[src/logic/la_macros.svh]
`ifndef LA_MACROS_SVH
`define LA_MACROS_SVH

// virtual and physical addresses share one width
`define LA_VADDR_W 32

// csr number as carried by csrrd/csrwr
`define LA_CSR_ADDR_W 14

// crmd.plv, only 0 and 3 are used by the windows
`define LA_PLV_W 2

// window segment, taken from the top of the address
`define LA_SEG_W 3

`endif
[src/logic/la_mmu_pkg.sv]
`default_nettype none

`include "la_macros.svh"

package la_mmu_pkg;

    // 2 and 3 are reserved and behave as cached
    typedef enum logic [1:0] {
        mat_suc = 2'd0,   // strongly ordered uncached
        mat_cc  = 2'd1    // coherent cached
    } mat_t;

    typedef struct packed {
        logic [`LA_VADDR_W-1:0] paddr;
        logic                   uncache;
        logic                   miss;
    } xlat_result_t;

    // only suc bypasses the cache
    function automatic logic is_uncached(input mat_t mat);
        return mat == mat_suc;
    endfunction

endpackage

`default_nettype wire

[src/logic/la_csr_pkg.sv]
`default_nettype none

`include "la_macros.svh"

package la_csr_pkg;

    parameter logic [`LA_CSR_ADDR_W-1:0] csr_crmd_addr = 'h000;
    parameter logic [`LA_CSR_ADDR_W-1:0] csr_dmw0_addr = 'h180;
    parameter logic [`LA_CSR_ADDR_W-1:0] csr_dmw1_addr = 'h181;

    // current mode, bit 0 at the bottom
    typedef struct packed {
        logic [22:0]          rsv;
        logic [1:0]           datm;   // load/store type in direct mode
        logic [1:0]           datf;   // fetch type in direct mode
        logic                 pg;
        logic                 da;
        logic                 ie;
        logic [`LA_PLV_W-1:0] plv;
    } crmd_t;

    // direct mapping window
    typedef struct packed {
        logic [`LA_SEG_W-1:0] vseg;
        logic                 rsv28;
        logic [`LA_SEG_W-1:0] pseg;
        logic [18:0]          rsv24_6;
        logic [1:0]           mat;
        logic                 plv3;
        logic [1:0]           rsv2_1;
        logic                 plv0;
    } dmw_t;

    parameter logic [31:0] crmd_wmask = 32'h0000_01FF;
    parameter logic [31:0] dmw_wmask  = 32'hEE00_0039;

    // direct address mode out of reset
    parameter crmd_t crmd_reset = crmd_t'(32'h0000_0008);

endpackage

`default_nettype wire

[src/logic/xlat_top.sv]
`timescale 1ns/100ps
`default_nettype none

`include "la_macros.svh"

module xlat_top (
    input  logic                      clk,
    input  logic                      i_rst,

    input  logic                      i_csr_we,
    input  logic [`LA_CSR_ADDR_W-1:0] i_csr_waddr,
    input  logic [31:0]               i_csr_wdata,
    input  logic                      i_csr_re,
    input  logic [`LA_CSR_ADDR_W-1:0] i_csr_raddr,
    output logic [31:0]               o_csr_rdata,

    // fetch side
    input  logic                      i_if_req,
    input  logic [`LA_VADDR_W-1:0]    i_if_vaddr,
    output logic                      o_if_valid,
    output logic [`LA_VADDR_W-1:0]    o_if_paddr,
    output logic                      o_if_uncache,
    output logic                      o_if_miss,

    // load/store side
    input  logic                      i_ls_req,
    input  logic [`LA_VADDR_W-1:0]    i_ls_vaddr,
    output logic                      o_ls_valid,
    output logic [`LA_VADDR_W-1:0]    o_ls_paddr,
    output logic                      o_ls_uncache,
    output logic                      o_ls_miss
);

    la_csr_pkg::crmd_t        crmd;
    la_csr_pkg::dmw_t         dmw0;
    la_csr_pkg::dmw_t         dmw1;
    la_mmu_pkg::mat_t         if_mat;
    la_mmu_pkg::mat_t         ls_mat;
    la_mmu_pkg::xlat_result_t if_result;
    la_mmu_pkg::xlat_result_t ls_result;

    assign if_mat = la_mmu_pkg::mat_t'(crmd.datf);
    assign ls_mat = la_mmu_pkg::mat_t'(crmd.datm);

    csr_xlat_regs u_regs (
        .clk         (clk),
        .i_rst       (i_rst),
        .i_csr_we    (i_csr_we),
        .i_csr_waddr (i_csr_waddr),
        .i_csr_wdata (i_csr_wdata),
        .i_csr_re    (i_csr_re),
        .i_csr_raddr (i_csr_raddr),
        .o_csr_rdata (o_csr_rdata),
        .o_crmd      (crmd),
        .o_dmw0      (dmw0),
        .o_dmw1      (dmw1)
    );

    dmw_translator u_if_xlat (
        .clk          (clk),
        .i_rst        (i_rst),
        .i_req        (i_if_req),
        .i_vaddr      (i_if_vaddr),
        .i_plv        (crmd.plv),
        .i_da         (crmd.da),
        .i_pg         (crmd.pg),
        .i_direct_mat (if_mat),
        .i_dmw0       (dmw0),
        .i_dmw1       (dmw1),
        .o_valid      (o_if_valid),
        .o_result     (if_result)
    );

    dmw_translator u_ls_xlat (
        .clk          (clk),
        .i_rst        (i_rst),
        .i_req        (i_ls_req),
        .i_vaddr      (i_ls_vaddr),
        .i_plv        (crmd.plv),
        .i_da         (crmd.da),
        .i_pg         (crmd.pg),
        .i_direct_mat (ls_mat),
        .i_dmw0       (dmw0),
        .i_dmw1       (dmw1),
        .o_valid      (o_ls_valid),
        .o_result     (ls_result)
    );

    assign o_if_paddr   = if_result.paddr;
    assign o_if_uncache = if_result.uncache;
    assign o_if_miss    = if_result.miss;

    assign o_ls_paddr   = ls_result.paddr;
    assign o_ls_uncache = ls_result.uncache;
    assign o_ls_miss    = ls_result.miss;

endmodule

`default_nettype wire

[src/logic/dmw_translator.sv]
`timescale 1ns/100ps
`default_nettype none

`include "la_macros.svh"

module dmw_translator (
    input  logic                     clk,
    input  logic                     i_rst,

    input  logic                     i_req,
    input  logic [`LA_VADDR_W-1:0]   i_vaddr,

    input  logic [`LA_PLV_W-1:0]     i_plv,
    input  logic                     i_da,
    input  logic                     i_pg,
    input  la_mmu_pkg::mat_t         i_direct_mat,
    input  la_csr_pkg::dmw_t         i_dmw0,
    input  la_csr_pkg::dmw_t         i_dmw1,

    output logic                     o_valid,
    output la_mmu_pkg::xlat_result_t o_result
);

    logic [`LA_SEG_W-1:0]     vseg;
    logic                     hit0;
    logic                     hit1;
    la_mmu_pkg::mat_t         mat;
    la_mmu_pkg::xlat_result_t result_d;

    // window matches on privilege and top address bits
    function automatic logic win_hit(
        input la_csr_pkg::dmw_t     win,
        input logic [`LA_PLV_W-1:0] plv,
        input logic [`LA_SEG_W-1:0] seg
    );
        logic plv_ok;
        plv_ok = (win.plv0 && plv == '0) || (win.plv3 && plv == '1);   // '1 is plv3
        return plv_ok && (win.vseg == seg);
    endfunction

    assign vseg = i_vaddr[`LA_VADDR_W-1 -: `LA_SEG_W];
    assign hit0 = win_hit(i_dmw0, i_plv, vseg);
    assign hit1 = win_hit(i_dmw1, i_plv, vseg);

    always_comb begin
        result_d.paddr = i_vaddr;
        result_d.miss  = 1'b0;
        mat            = i_direct_mat;
        if (i_da) begin
            mat = i_direct_mat;
        end else if (i_pg && hit0) begin   // dmw0 wins on overlap
            result_d.paddr = {i_dmw0.pseg, i_vaddr[`LA_VADDR_W-`LA_SEG_W-1:0]};
            mat            = la_mmu_pkg::mat_t'(i_dmw0.mat);
        end else if (i_pg && hit1) begin
            result_d.paddr = {i_dmw1.pseg, i_vaddr[`LA_VADDR_W-`LA_SEG_W-1:0]};
            mat            = la_mmu_pkg::mat_t'(i_dmw1.mat);
        end else begin
            result_d.miss  = 1'b1;   // no tlb behind the windows
        end
        result_d.uncache = !result_d.miss && la_mmu_pkg::is_uncached(mat);
    end

    always_ff @(posedge clk) begin
        if (i_rst) begin
            o_valid <= 1'b0;
        end else begin
            o_valid <= i_req;
        end
    end

    always_ff @(posedge clk) begin
        if (i_req) begin
            o_result <= result_d;
        end
    end

    a_fixed_latency: assert property (
        @(posedge clk) disable iff (i_rst)
        o_valid |-> $past(i_req)
    ) else $error("result without a request");

    a_miss_cached: assert property (
        @(posedge clk) disable iff (i_rst)
        o_valid |-> !(o_result.miss && o_result.uncache)
    ) else $error("miss reported as uncached");

endmodule

`default_nettype wire

[src/logic/csr_xlat_regs.sv]
`timescale 1ns/100ps
`default_nettype none

`include "la_macros.svh"

module csr_xlat_regs (
    input  logic                      clk,
    input  logic                      i_rst,

    input  logic                      i_csr_we,
    input  logic [`LA_CSR_ADDR_W-1:0] i_csr_waddr,
    input  logic [31:0]               i_csr_wdata,

    input  logic                      i_csr_re,
    input  logic [`LA_CSR_ADDR_W-1:0] i_csr_raddr,
    output logic [31:0]               o_csr_rdata,

    output la_csr_pkg::crmd_t         o_crmd,
    output la_csr_pkg::dmw_t          o_dmw0,
    output la_csr_pkg::dmw_t          o_dmw1
);

    la_csr_pkg::crmd_t crmd_q;
    la_csr_pkg::dmw_t  dmw0_q;
    la_csr_pkg::dmw_t  dmw1_q;

    logic [31:0]       rdata_mux;
    logic              wr_crmd;
    logic              wr_dmw0;
    logic              wr_dmw1;
    la_csr_pkg::crmd_t wdata_crmd;

    assign wr_crmd = i_csr_we && (i_csr_waddr == la_csr_pkg::csr_crmd_addr);
    assign wr_dmw0 = i_csr_we && (i_csr_waddr == la_csr_pkg::csr_dmw0_addr);
    assign wr_dmw1 = i_csr_we && (i_csr_waddr == la_csr_pkg::csr_dmw1_addr);

    assign wdata_crmd = la_csr_pkg::crmd_t'(i_csr_wdata);   // write data seen as crmd

    // read-only zero bits never get stored
    always_ff @(posedge clk) begin
        if (i_rst) begin
            crmd_q <= la_csr_pkg::crmd_reset;
        end else if (wr_crmd) begin
            crmd_q <= la_csr_pkg::crmd_t'(i_csr_wdata & la_csr_pkg::crmd_wmask);
        end
    end

    always_ff @(posedge clk) begin
        if (i_rst) begin
            dmw0_q <= '0;
            dmw1_q <= '0;
        end else begin
            if (wr_dmw0) begin
                dmw0_q <= la_csr_pkg::dmw_t'(i_csr_wdata & la_csr_pkg::dmw_wmask);
            end
            if (wr_dmw1) begin
                dmw1_q <= la_csr_pkg::dmw_t'(i_csr_wdata & la_csr_pkg::dmw_wmask);
            end
        end
    end

    always_comb begin
        case (i_csr_raddr)
            la_csr_pkg::csr_crmd_addr: rdata_mux = crmd_q;
            la_csr_pkg::csr_dmw0_addr: rdata_mux = dmw0_q;
            la_csr_pkg::csr_dmw1_addr: rdata_mux = dmw1_q;
            default:                   rdata_mux = '0;   // unimplemented csr
        endcase
    end

    // read data holds until the next read strobe
    always_ff @(posedge clk) begin
        if (i_rst) begin
            o_csr_rdata <= '0;
        end else if (i_csr_re) begin
            o_csr_rdata <= rdata_mux;
        end
    end

    assign o_crmd = crmd_q;
    assign o_dmw0 = dmw0_q;
    assign o_dmw1 = dmw1_q;

    a_reserved_zero: assert property (
        @(posedge clk) disable iff (i_rst)
        ((crmd_q & ~la_csr_pkg::crmd_wmask) == '0) &&
        ((dmw0_q & ~la_csr_pkg::dmw_wmask) == '0) &&
        ((dmw1_q & ~la_csr_pkg::dmw_wmask) == '0)
    ) else $error("reserved csr bit set");

    // ISA forbids da and pg together, so a legal write must leave one mode
    a_single_mode: assert property (
        @(posedge clk) disable iff (i_rst)
        wr_crmd && !(wdata_crmd.da && wdata_crmd.pg)
        |=> !(crmd_q.da && crmd_q.pg)
    ) else $error("crmd da and pg both set");

endmodule

`default_nettype wire

[config.mk]
export PLATFORM = sky130hd
export DESIGN_NAME = xlat_top
export DESIGN_NICKNAME = d
export VERILOG_FILES = /design/src/logic/la_mmu_pkg.sv /design/src/logic/la_csr_pkg.sv /design/src/logic/xlat_top.sv /design/src/logic/dmw_translator.sv /design/src/logic/csr_xlat_regs.sv
export VERILOG_INCLUDE_DIRS = /design/src /design/src/logic
export SDC_FILE = /design/constraint.sdc
export NUM_CORES = 1
export LEC_CHECK = 0
export BUFFER_PORTS_ARGS = -buffer_cell sky130_fd_sc_hd__buf_2
export CAP_MARGIN = 20
export CELL_PAD_IN_SITES_DETAIL_PLACEMENT = 0
export CELL_PAD_IN_SITES_GLOBAL_PLACEMENT = 2
export CORE_AREA = 2 2 128 130
export CTS_CLUSTER_DIAMETER = 50
export CTS_CLUSTER_SIZE = 30
export DETAILED_ROUTE_END_ITERATION = 10
export DIE_AREA = 0 0 130 132
export GPL_TIMING_DRIVEN = 0
export MAX_ROUTING_LAYER = met4
export PLACE_DENSITY = 0.93
export SYNTH_ARGS = -nofsm -noshare
export SYNTH_HDL_FRONTEND = slang
export SYNTH_SLANG_ARGS = --single-unit
[constraint.sdc]
create_clock -name clk -period 2.78 [get_ports clk]
set_input_delay 0.139 -clock clk [delete_from_list [all_inputs] [get_ports clk]]
set_output_delay 0.139 -clock clk [all_outputs]
set_load 0.05 [all_outputs]
# After elaboration in Yosys (flattened, before gate mapping)
# Cells that the tools add are included.
# totals
ff_bits	131
input_bits	130
output_inout_bits	102
word_cells	79
# op_classes
eq_ne	9
mux	19
reduce_logical	26
# op_table
operator	count
32-bit two-way mux	6
32-bit one-hot mux with 3 select lines	1
14-bit by 9-bit equality test with 1-bit output (second input constant)	4
14-bit zero test	2
1-bit logical AND	17
3-bit equality test	4
2-bit two-way mux	6
2-bit zero test	3
1-bit two-way mux	6
2-bit equality test (second input constant)	1
1-bit zero test	2
1-bit logical OR	2

# Depth between registers and ports, before layout
# Gate-level depths: netlist of the first run.
# depth
ltp_word	10
mapped_depth	5
depth_no_buf	4

# Hierarchy
# From an unflattened synthesis of the first run, not the netlist that was laid out.
# unflattened
hier_cells	435
area_unflattened_um2	5330.1
# by_module_without_submodules
mod	n_inst	cells_per_inst	area_each_um2	seq_area_each_um2
csr_xlat_regs	1	291	2667.6	880.8
dmw_translator	2	72	1331.3	1041.0

# Least setup slack after synthesis of the first run
# Ideal clock, no wire load.
# synth_path
path_kind	flip-flop to flip-flop
from	reg u_regs.crmd_q, in the netlist u_regs.o_crmd[1]
to	reg u_if_xlat.o_result[31] (netlist name), data pin
setup_ns	0.258
arrival_ns	1.443
setup_slack_ns	1.079
path_stages_with_launch	5
n_path_buf	0
period_less_slack_ns	1.701
path_cell_list	dfxtp_1 > and4_1 > o21bai_1 > a2bb2o_1 > o221a_2
# synth_rtl
element	line_no	rtl
start, declared	csr_xlat_regs.sv:23	la_csr_pkg::crmd_t crmd_q;
start signal, assigned	csr_xlat_regs.sv:42	crmd_q <= la_csr_pkg::crmd_reset;
start signal, assigned	csr_xlat_regs.sv:44	crmd_q <= la_csr_pkg::crmd_t'(i_csr_wdata & la_csr_pkg::crmd_wmask);
end signal, assigned	dmw_translator.sv:73	o_result <= result_d;
end, declared	dmw_translator.sv:21	output la_mmu_pkg::xlat_result_t o_result

==> flow_summary.yaml, run 1 <==
outcome:
  status: "completed"
cells_and_area:
  final_layout_size_suffix_gt1_frac: 0.392
  final_common_cell: "buf_2"
  syn2layout_area_growth_pct: 59.0
  n_fill_cell: 1432
  final_cell_mix: "198 x buf_2, 72 x dlygate4sd3_1, 68 x edfxtp_1"
  stdcell_area_sq_mm: 0.00718
  n_antenna_cell: 0
  fin_nets: 783
timing:
  finalMaxSlewViolations: 0
  setup-tns-final_ps: 0
  setup_viol: 0
  min_period_ps: 2190
  fin_skew_ps: 15.8
  slew_headroom: 0.472
  hold_viol: 0
  tightest_slew_ps: 792
  fin_crit_sh: 0.788
  hold_ws_ps: 6.29
  rsz0062_at_grt: "no"
  fin_ws_ps: 589
  max_freq_mhz: 456
clock_network:
  clock_latency_ps: 420
  cts_root_buffer: "clkbuf_16"
  cts_max_path_buffers: 2
  clkSinkCount: 114
  cts_buffers: 17
  htreeDepth: 4
  cts_tree: "done"
  path_clk_slew_ps: 50
  postCtsSetupBuffers: 0
synth:
  syn_inst: 350
  synth_cell_types: 47
  seq_area_frac_synth: 0.656
  ys_ff_latch: 114
  yosys_warnings: 0
  netlist_area_sq_mm: 0.00451
  synth_ff_type: "edfxtp_1"
  synth_edf_count: 68
  async_flop_share: 0
  syn-mean-instance-area_sq_um: 12.9
placed_design:
  routabilityCongestion: 0.824
  placed_area_sq_mm: 0.00583
  port_buffers: 196
  hpwlAfterDp_um: 9560
  preCtsSetupSlack_ps: 555
pwr:
  leakage_nw: 3.08
  report.power.total_mw: 4.87
  internal_power_mw: 3.60
  pwr-share-comb: 0.135
  seqPwrFrac: 0.389
  power_switching_mw: 1.27
  pwr-share-clk: 0.476
  power_density_mw_per_mm2: 678
  sw_frac_of_total: 0.262
  irDropWorstVdd_mv: 0.429
critical_path:
  critPathSlowestCell: "o311ai_0"
  critPathKind: "register to register"
  critPathMaxFanout: 9
  crit_chain: "nor4bb_1 -> o21bai_1 -> or3_1 -> o311ai_0"
  cp-end-kind: "register"
  crit_required_ps: 2950
  max_stage_delay_ps: 430
  start_kind: "register"
  critPathArrivalTime_ps: 2360
drt:
  drt-pass1-iter-count: 4
  vias_per_cell: 4.41
  vias: 3886
  ant_nets: 0
  drc_errors: 0
  drt_wl_total_um: 13400
  first_iter_violations: 175
  routedWlPerCell_um: 15.2
floorplanning:
  fp.dieH_um: 132
  dieArea_sq_mm: 0.0172
  ios: 232
  fp-row-count: 46
  fp.coreArea_sq_mm: 0.0157
  die_w_um: 130
  initial_core_util: 0.287
global_routing:
  grt_overflow: 0
  grt_pass1_vias: 3919
  antenna_found_initial: 0
  grt_pass1_wl_um: 20300
  grt_usage: 0.158
  grt_max_degree: 36
min_path:
  hp-class: "input pin to register"
run:
  maxCapViolations: 0
==> power by group through the flow <==
stage                     Combinational (mW)  Sequential, mW  Clock [mW]
after floorplan                        0.112            2.20           0
final                                  0.659            1.89        2.32
after CTS                              0.659            1.89        2.36
after global placement                 0.573            1.93           0
after global routing                   0.693            1.90        2.44
after detailed placement               0.577            1.93           0
==> critical path, delay by kind of cell (launching register included) <==
kind / cells / cell delay (ps)
simple gates: 2 / 830
compound gates: 2 / 750
flops: 1 / 370
==> registers in the layout, summed over array words and instances (netlist names) <==
name,cells
u_if_xlat.o_result,34
u_ls_xlat.o_result,34
u_regs.o_csr_rdata,15
u_regs.o_dmw0,10
u_regs.o_dmw1,10
u_regs.o_crmd,9
u_if_xlat.o_valid,1
u_ls_xlat.o_valid,1
==> kinds of logic after synthesis <==
family	synth area share
AO/OA/AOI/OAI	0.0615
XOR/XNOR	0.0233
buffers and inverters	0.0430
flip-flops	0.656
multiplexers	0.0793
other	0.000831
AND/OR/NAND/NOR	0.136
==> per-layer routing <==
layer / track usage / vias to the layer above / share of wire
li1: - / 1866 / -
met1: 0.175 / 1806 / 0.42
met2: 0.270 / 203 / 0.49
met3: 0.0487 / 11 / 0.079
met4: 0.0466 / 0 / 0.0079
met5: - / - / 0
==> timing repair <==
item / in CTS / in global routing
setup endpoints to repair: 0 / 0
hold buffers: 72 / 0
resized for setup: 0 / 0
hold endpoints to repair: 79 / 0
==> worst paths after layout <==
kind                                 startpoint                                 end  slack (ps)  depth (start not counted)
max               u_regs.o_crmd[1]$_SDFFE_PP0P_     u_if_xlat.o_result[1]$_DFFE_PP_         590                          4
min                             i_csr_wdata[26]      u_regs.o_dmw0[26]$_SDFFE_PP0P_           6                          3
max reg2reg       u_regs.o_crmd[1]$_SDFFE_PP0P_     u_if_xlat.o_result[1]$_DFFE_PP_         590                          4
min reg2reg  u_regs.o_csr_rdata[0]$_SDFFE_PP0P_  u_regs.o_csr_rdata[0]$_SDFFE_PP0P_         460                          2
==> per-stage QoR <==
| stage | utilization | std cells |
|---|---|---|
| 2_1_floorplan | - | 366 |
| 3_3_place_gp | 0.371 | 778 |
| 3_5_place_dp | 0.371 | 778 |
| 4_1_cts | 0.457 | 882 |
| 5_1_grt | 0.457 | 882 |
| 6_report | 0.457 | 882 |
==> cell type report <==
class	count	area, sq um	area share
sequential	114	2960	0.413
timing repair buffer	268	1700	0.237
multi-input combinational	220	1420	0.197
clock buffer	18	429	0.0598
tap	216	270	0.0376
clock inverter	14	204	0.0284
buffer	29	183	0.0254
inverter	3	11.3	0.00157
==> cell usage after synthesis, types with 5 or more instances <==
cell type,count,area (sq um)
a21oi_1,13,65.1
xnor2_1,9,78.8
nand2_1,9,33.8
mux2i_1,29,290
edfxtp_1,68,2040
nor2b_1,13,81.3
buf_4,17,128
mux2_2,6,67.6
nor2_1,50,188
nand3_1,8,40.0
nor4_1,5,31.3
or3_1,5,31.3
clkbuf_1,9,33.8
dfxtp_1,46,921
nor3_1,6,30.0
(Power assumes the default switching activity.)
==> run 2: changes to the inputs <==
Settings changed: CORE_AREA 2 2 128 130 to 2 2 138 140, DIE_AREA 0 0 130 132 to 0 0 140 142, PLACE_DENSITY 0.93 to 0.85.
Clock period 2.78 ns to 2 ns, I/O delays scaled along.
==> run 2 against run 1 <==
  * The flow now finishes with violations (DRC)
  * Setup slack worse by 450 ps
  * Maximum frequency up 18%
  * Critical path depth is the same
  * Clock-buffer cell count decreased by 1
  * Die area increased by 16%
  * Clock skew shrank 9.9 ps
  * Core utilization decreased by 6.7 points
  * Clock power is 28% higher
  * Critical path type unchanged
  * Largest power group unchanged
  * Highest routed layer unchanged
==> flow_summary.yaml, run 2 (synthesis results as in run 1) <==
outcome:
  status: "finished with violations"
  violations: "DRC"
critical_path:
  path_depth: 4
  start_kind: "register"
  crit_required_ps: 2230
  critPathBufInv: 0
  path_delay_family: "simple AND/OR/NAND/NOR gates"
  critPathArrivalTime_ps: 2090
  timing.rr.end: "u_ls_xlat.o_result[1]$_DFFE_PP_"
  worst_r2r_path_depth: 4
  critPathMaxFanout: 8
  crit_start: "u_regs.o_dmw0[30]$_SDFFE_PP0P_"
  cp-endpoint: "u_ls_xlat.o_result[1]$_DFFE_PP_"
  critPathSlowestCell: "or4b_2"
  cp-end-kind: "register"
  r2r-start: "u_regs.o_dmw0[30]$_SDFFE_PP0P_"
  max_stage_delay_ps: 710
  critPathKind: "register to register"
  reg2reg_slack_ps: 140
  crit_chain: "xnor2_1 -> nand3_1 -> or4b_2 -> o211ai_1"
clock_network:
  cts_tree: "done"
  cts_root_buffer: "clkbuf_16"
  clkSinkCount: 114
  cts_buffers: 17
  postCtsSetupBuffers: 0
  htreeDepth: 4
  path_clk_slew_ps: 60
  clock_latency_ps: 410
  cts_max_path_buffers: 2
drt:
  drc_errors: 25
  vias: 3836
  first_iter_violations: 184
  vias_per_cell: 4.25
  ant_nets: 0
  drt_wl_total_um: 13800
  routedWlPerCell_um: 15.3
  drt-pass1-iter-count: 9
pwr:
  sw_frac_of_total: 0.275
  leakage_nw: 3.06
  internal_power_mw: 4.74
  pwr-share-comb: 0.141
  power_switching_mw: 1.79
  irDropWorstVdd_mv: 0.555
  power_density_mw_per_mm2: 907
  seqPwrFrac: 0.403
  pwr-share-clk: 0.456
global_routing:
  grt_pass1_wl_um: 21300
  grt_overflow: 0
  grt_usage: 0.143
  antenna_found_initial: 1
  grt_max_degree: 36
  grt_pass1_vias: 3960
timing:
  slew_headroom: 0.412
  setup_viol: 0
  fin_ws_ps: 140
  max_freq_mhz: 537
  fin_skew_ps: 5.81
  fin_crit_sh: 0.930
  tightest_slew_ps: 881
  min_period_ps: 1860
  hold_viol: 0
  rsz0062_at_grt: "no"
  finalMaxSlewViolations: 0
floorplanning:
  die_w_um: 140
  fp.dieH_um: 142
  dieArea_sq_mm: 0.0199
  fp-row-count: 50
  fp.coreArea_sq_mm: 0.0185
  initial_core_util: 0.245
  ios: 232
cells_and_area:
  finalNonFillerCells: 902
  stdcell_area_sq_mm: 0.00720
  syn2layout_area_growth_pct: 59.5
  fin_nets: 784
  reg_top3: "u_if_xlat.o_result (34), u_ls_xlat.o_result (34), u_regs.o_csr_rdata (15)"
  final_layout_size_suffix_gt1_frac: 0.405
  final_common_cell: "buf_2"
  final_cell_mix: "198 x buf_2, 73 x dlygate4sd3_1, 68 x edfxtp_1"
placed_design:
  preCtsSetupSlack_ps: -115
  port_buffers: 196
  hpwlAfterDp_um: 9850
  routabilityCongestion: 0.835
  placed_area_sq_mm: 0.00585
  place_inst: 796
run:
  maxCapViolations: 0
min_path:
  hp-class: "input pin to register"
run 2: cell types whose count changed in the layout (fill, tap and decap cells not counted), sizes merged:
cell         delta
inv             +1
dlygate4sd3     +1
bufinv          -2
clkinv          +1
diode           +1
clkinvlp        +1
clkbuf          -1
run 2: worst min path at each step:
stage                                                     end  depth (start not counted)            from
after floorplan              u_if_xlat.o_result[10]$_DFFE_PP_                          0   i_if_vaddr[8]
after global placement       u_ls_xlat.o_result[22]$_DFFE_PP_                          1  i_ls_vaddr[20]
after detailed placement     u_ls_xlat.o_result[30]$_DFFE_PP_                          1  i_ls_vaddr[28]
after CTS                  u_regs.o_csr_rdata[1]$_SDFFE_PP0P_                          4        i_csr_re
after global routing      u_regs.o_csr_rdata[31]$_SDFFE_PP0P_                          4        i_csr_re
final                      u_regs.o_csr_rdata[1]$_SDFFE_PP0P_                          4        i_csr_re
run 2: per-layer routing:
layer | vias to the layer above | global-route usage | routed length, um
met5 | - | - | 0
met4 | 0 | 0.0478 | 153
met3 | 18 | 0.0471 | 1100
met2 | 186 | 0.233 | 6410
met1 | 1765 | 0.167 | 6110
li1 | 1867 | - | -
run 2: metrics by stage:
stage / hold slack [ps] / setup TNS, ps / total power, mW / util
after detailed placement: 278 / -185 / 3.49 / 0.317
after global routing: 98.9 / 0 / 6.78 / 0.390
after floorplan: 199 / 0 / 3.21 / -
after global placement: 278 / -357 / 3.48 / 0.317
after CTS: 50.9 / 0 / 6.62 / 0.389
final: 67.1 / 0 / 6.53 / 0.390
run 2: worst register-to-register path, cell delays in order (launching register included):
cell and delay [ps]:
dfxtp_1 400, xnor2_1 160, nand3_1 270, or4b_2 710, o211ai_1 140
run 2: cell type report:
class | instances | area [sq um]
Antenna cell | 1 | 2.50
Buffer | 29 | 183
Clock buffer | 17 | 425
Clock inverter | 15 | 156
Fill cell | 1772 | 11300
Inverter | 3 | 11.3
Multi-Input combinational cell | 220 | 1450
Sequential cell | 114 | 2970
Tap cell | 234 | 293
Timing Repair Buffer | 269 | 1710
run 2: timing repair:
action                                  in CTS  in global routing
hold buffers                                73                  0
gates resized for setup                      2                  8
pin swaps                                    0                  1
endpoints found under the setup margin       4                  5
hold endpoints to repair                    87                  0
run 2: power groups by stage:
| stage | logic [mW] | clock network, mW | registers, mW |
|---|---|---|---|
| CTS | 0.920 | 3.07 | 2.63 |
| global placement | 0.799 | 0 | 2.68 |
| floorplan | 0.156 | 0 | 3.06 |
| finish | 0.923 | 2.98 | 2.63 |
| detailed placement | 0.805 | 0 | 2.68 |
| global route | 0.967 | 3.17 | 2.64 |
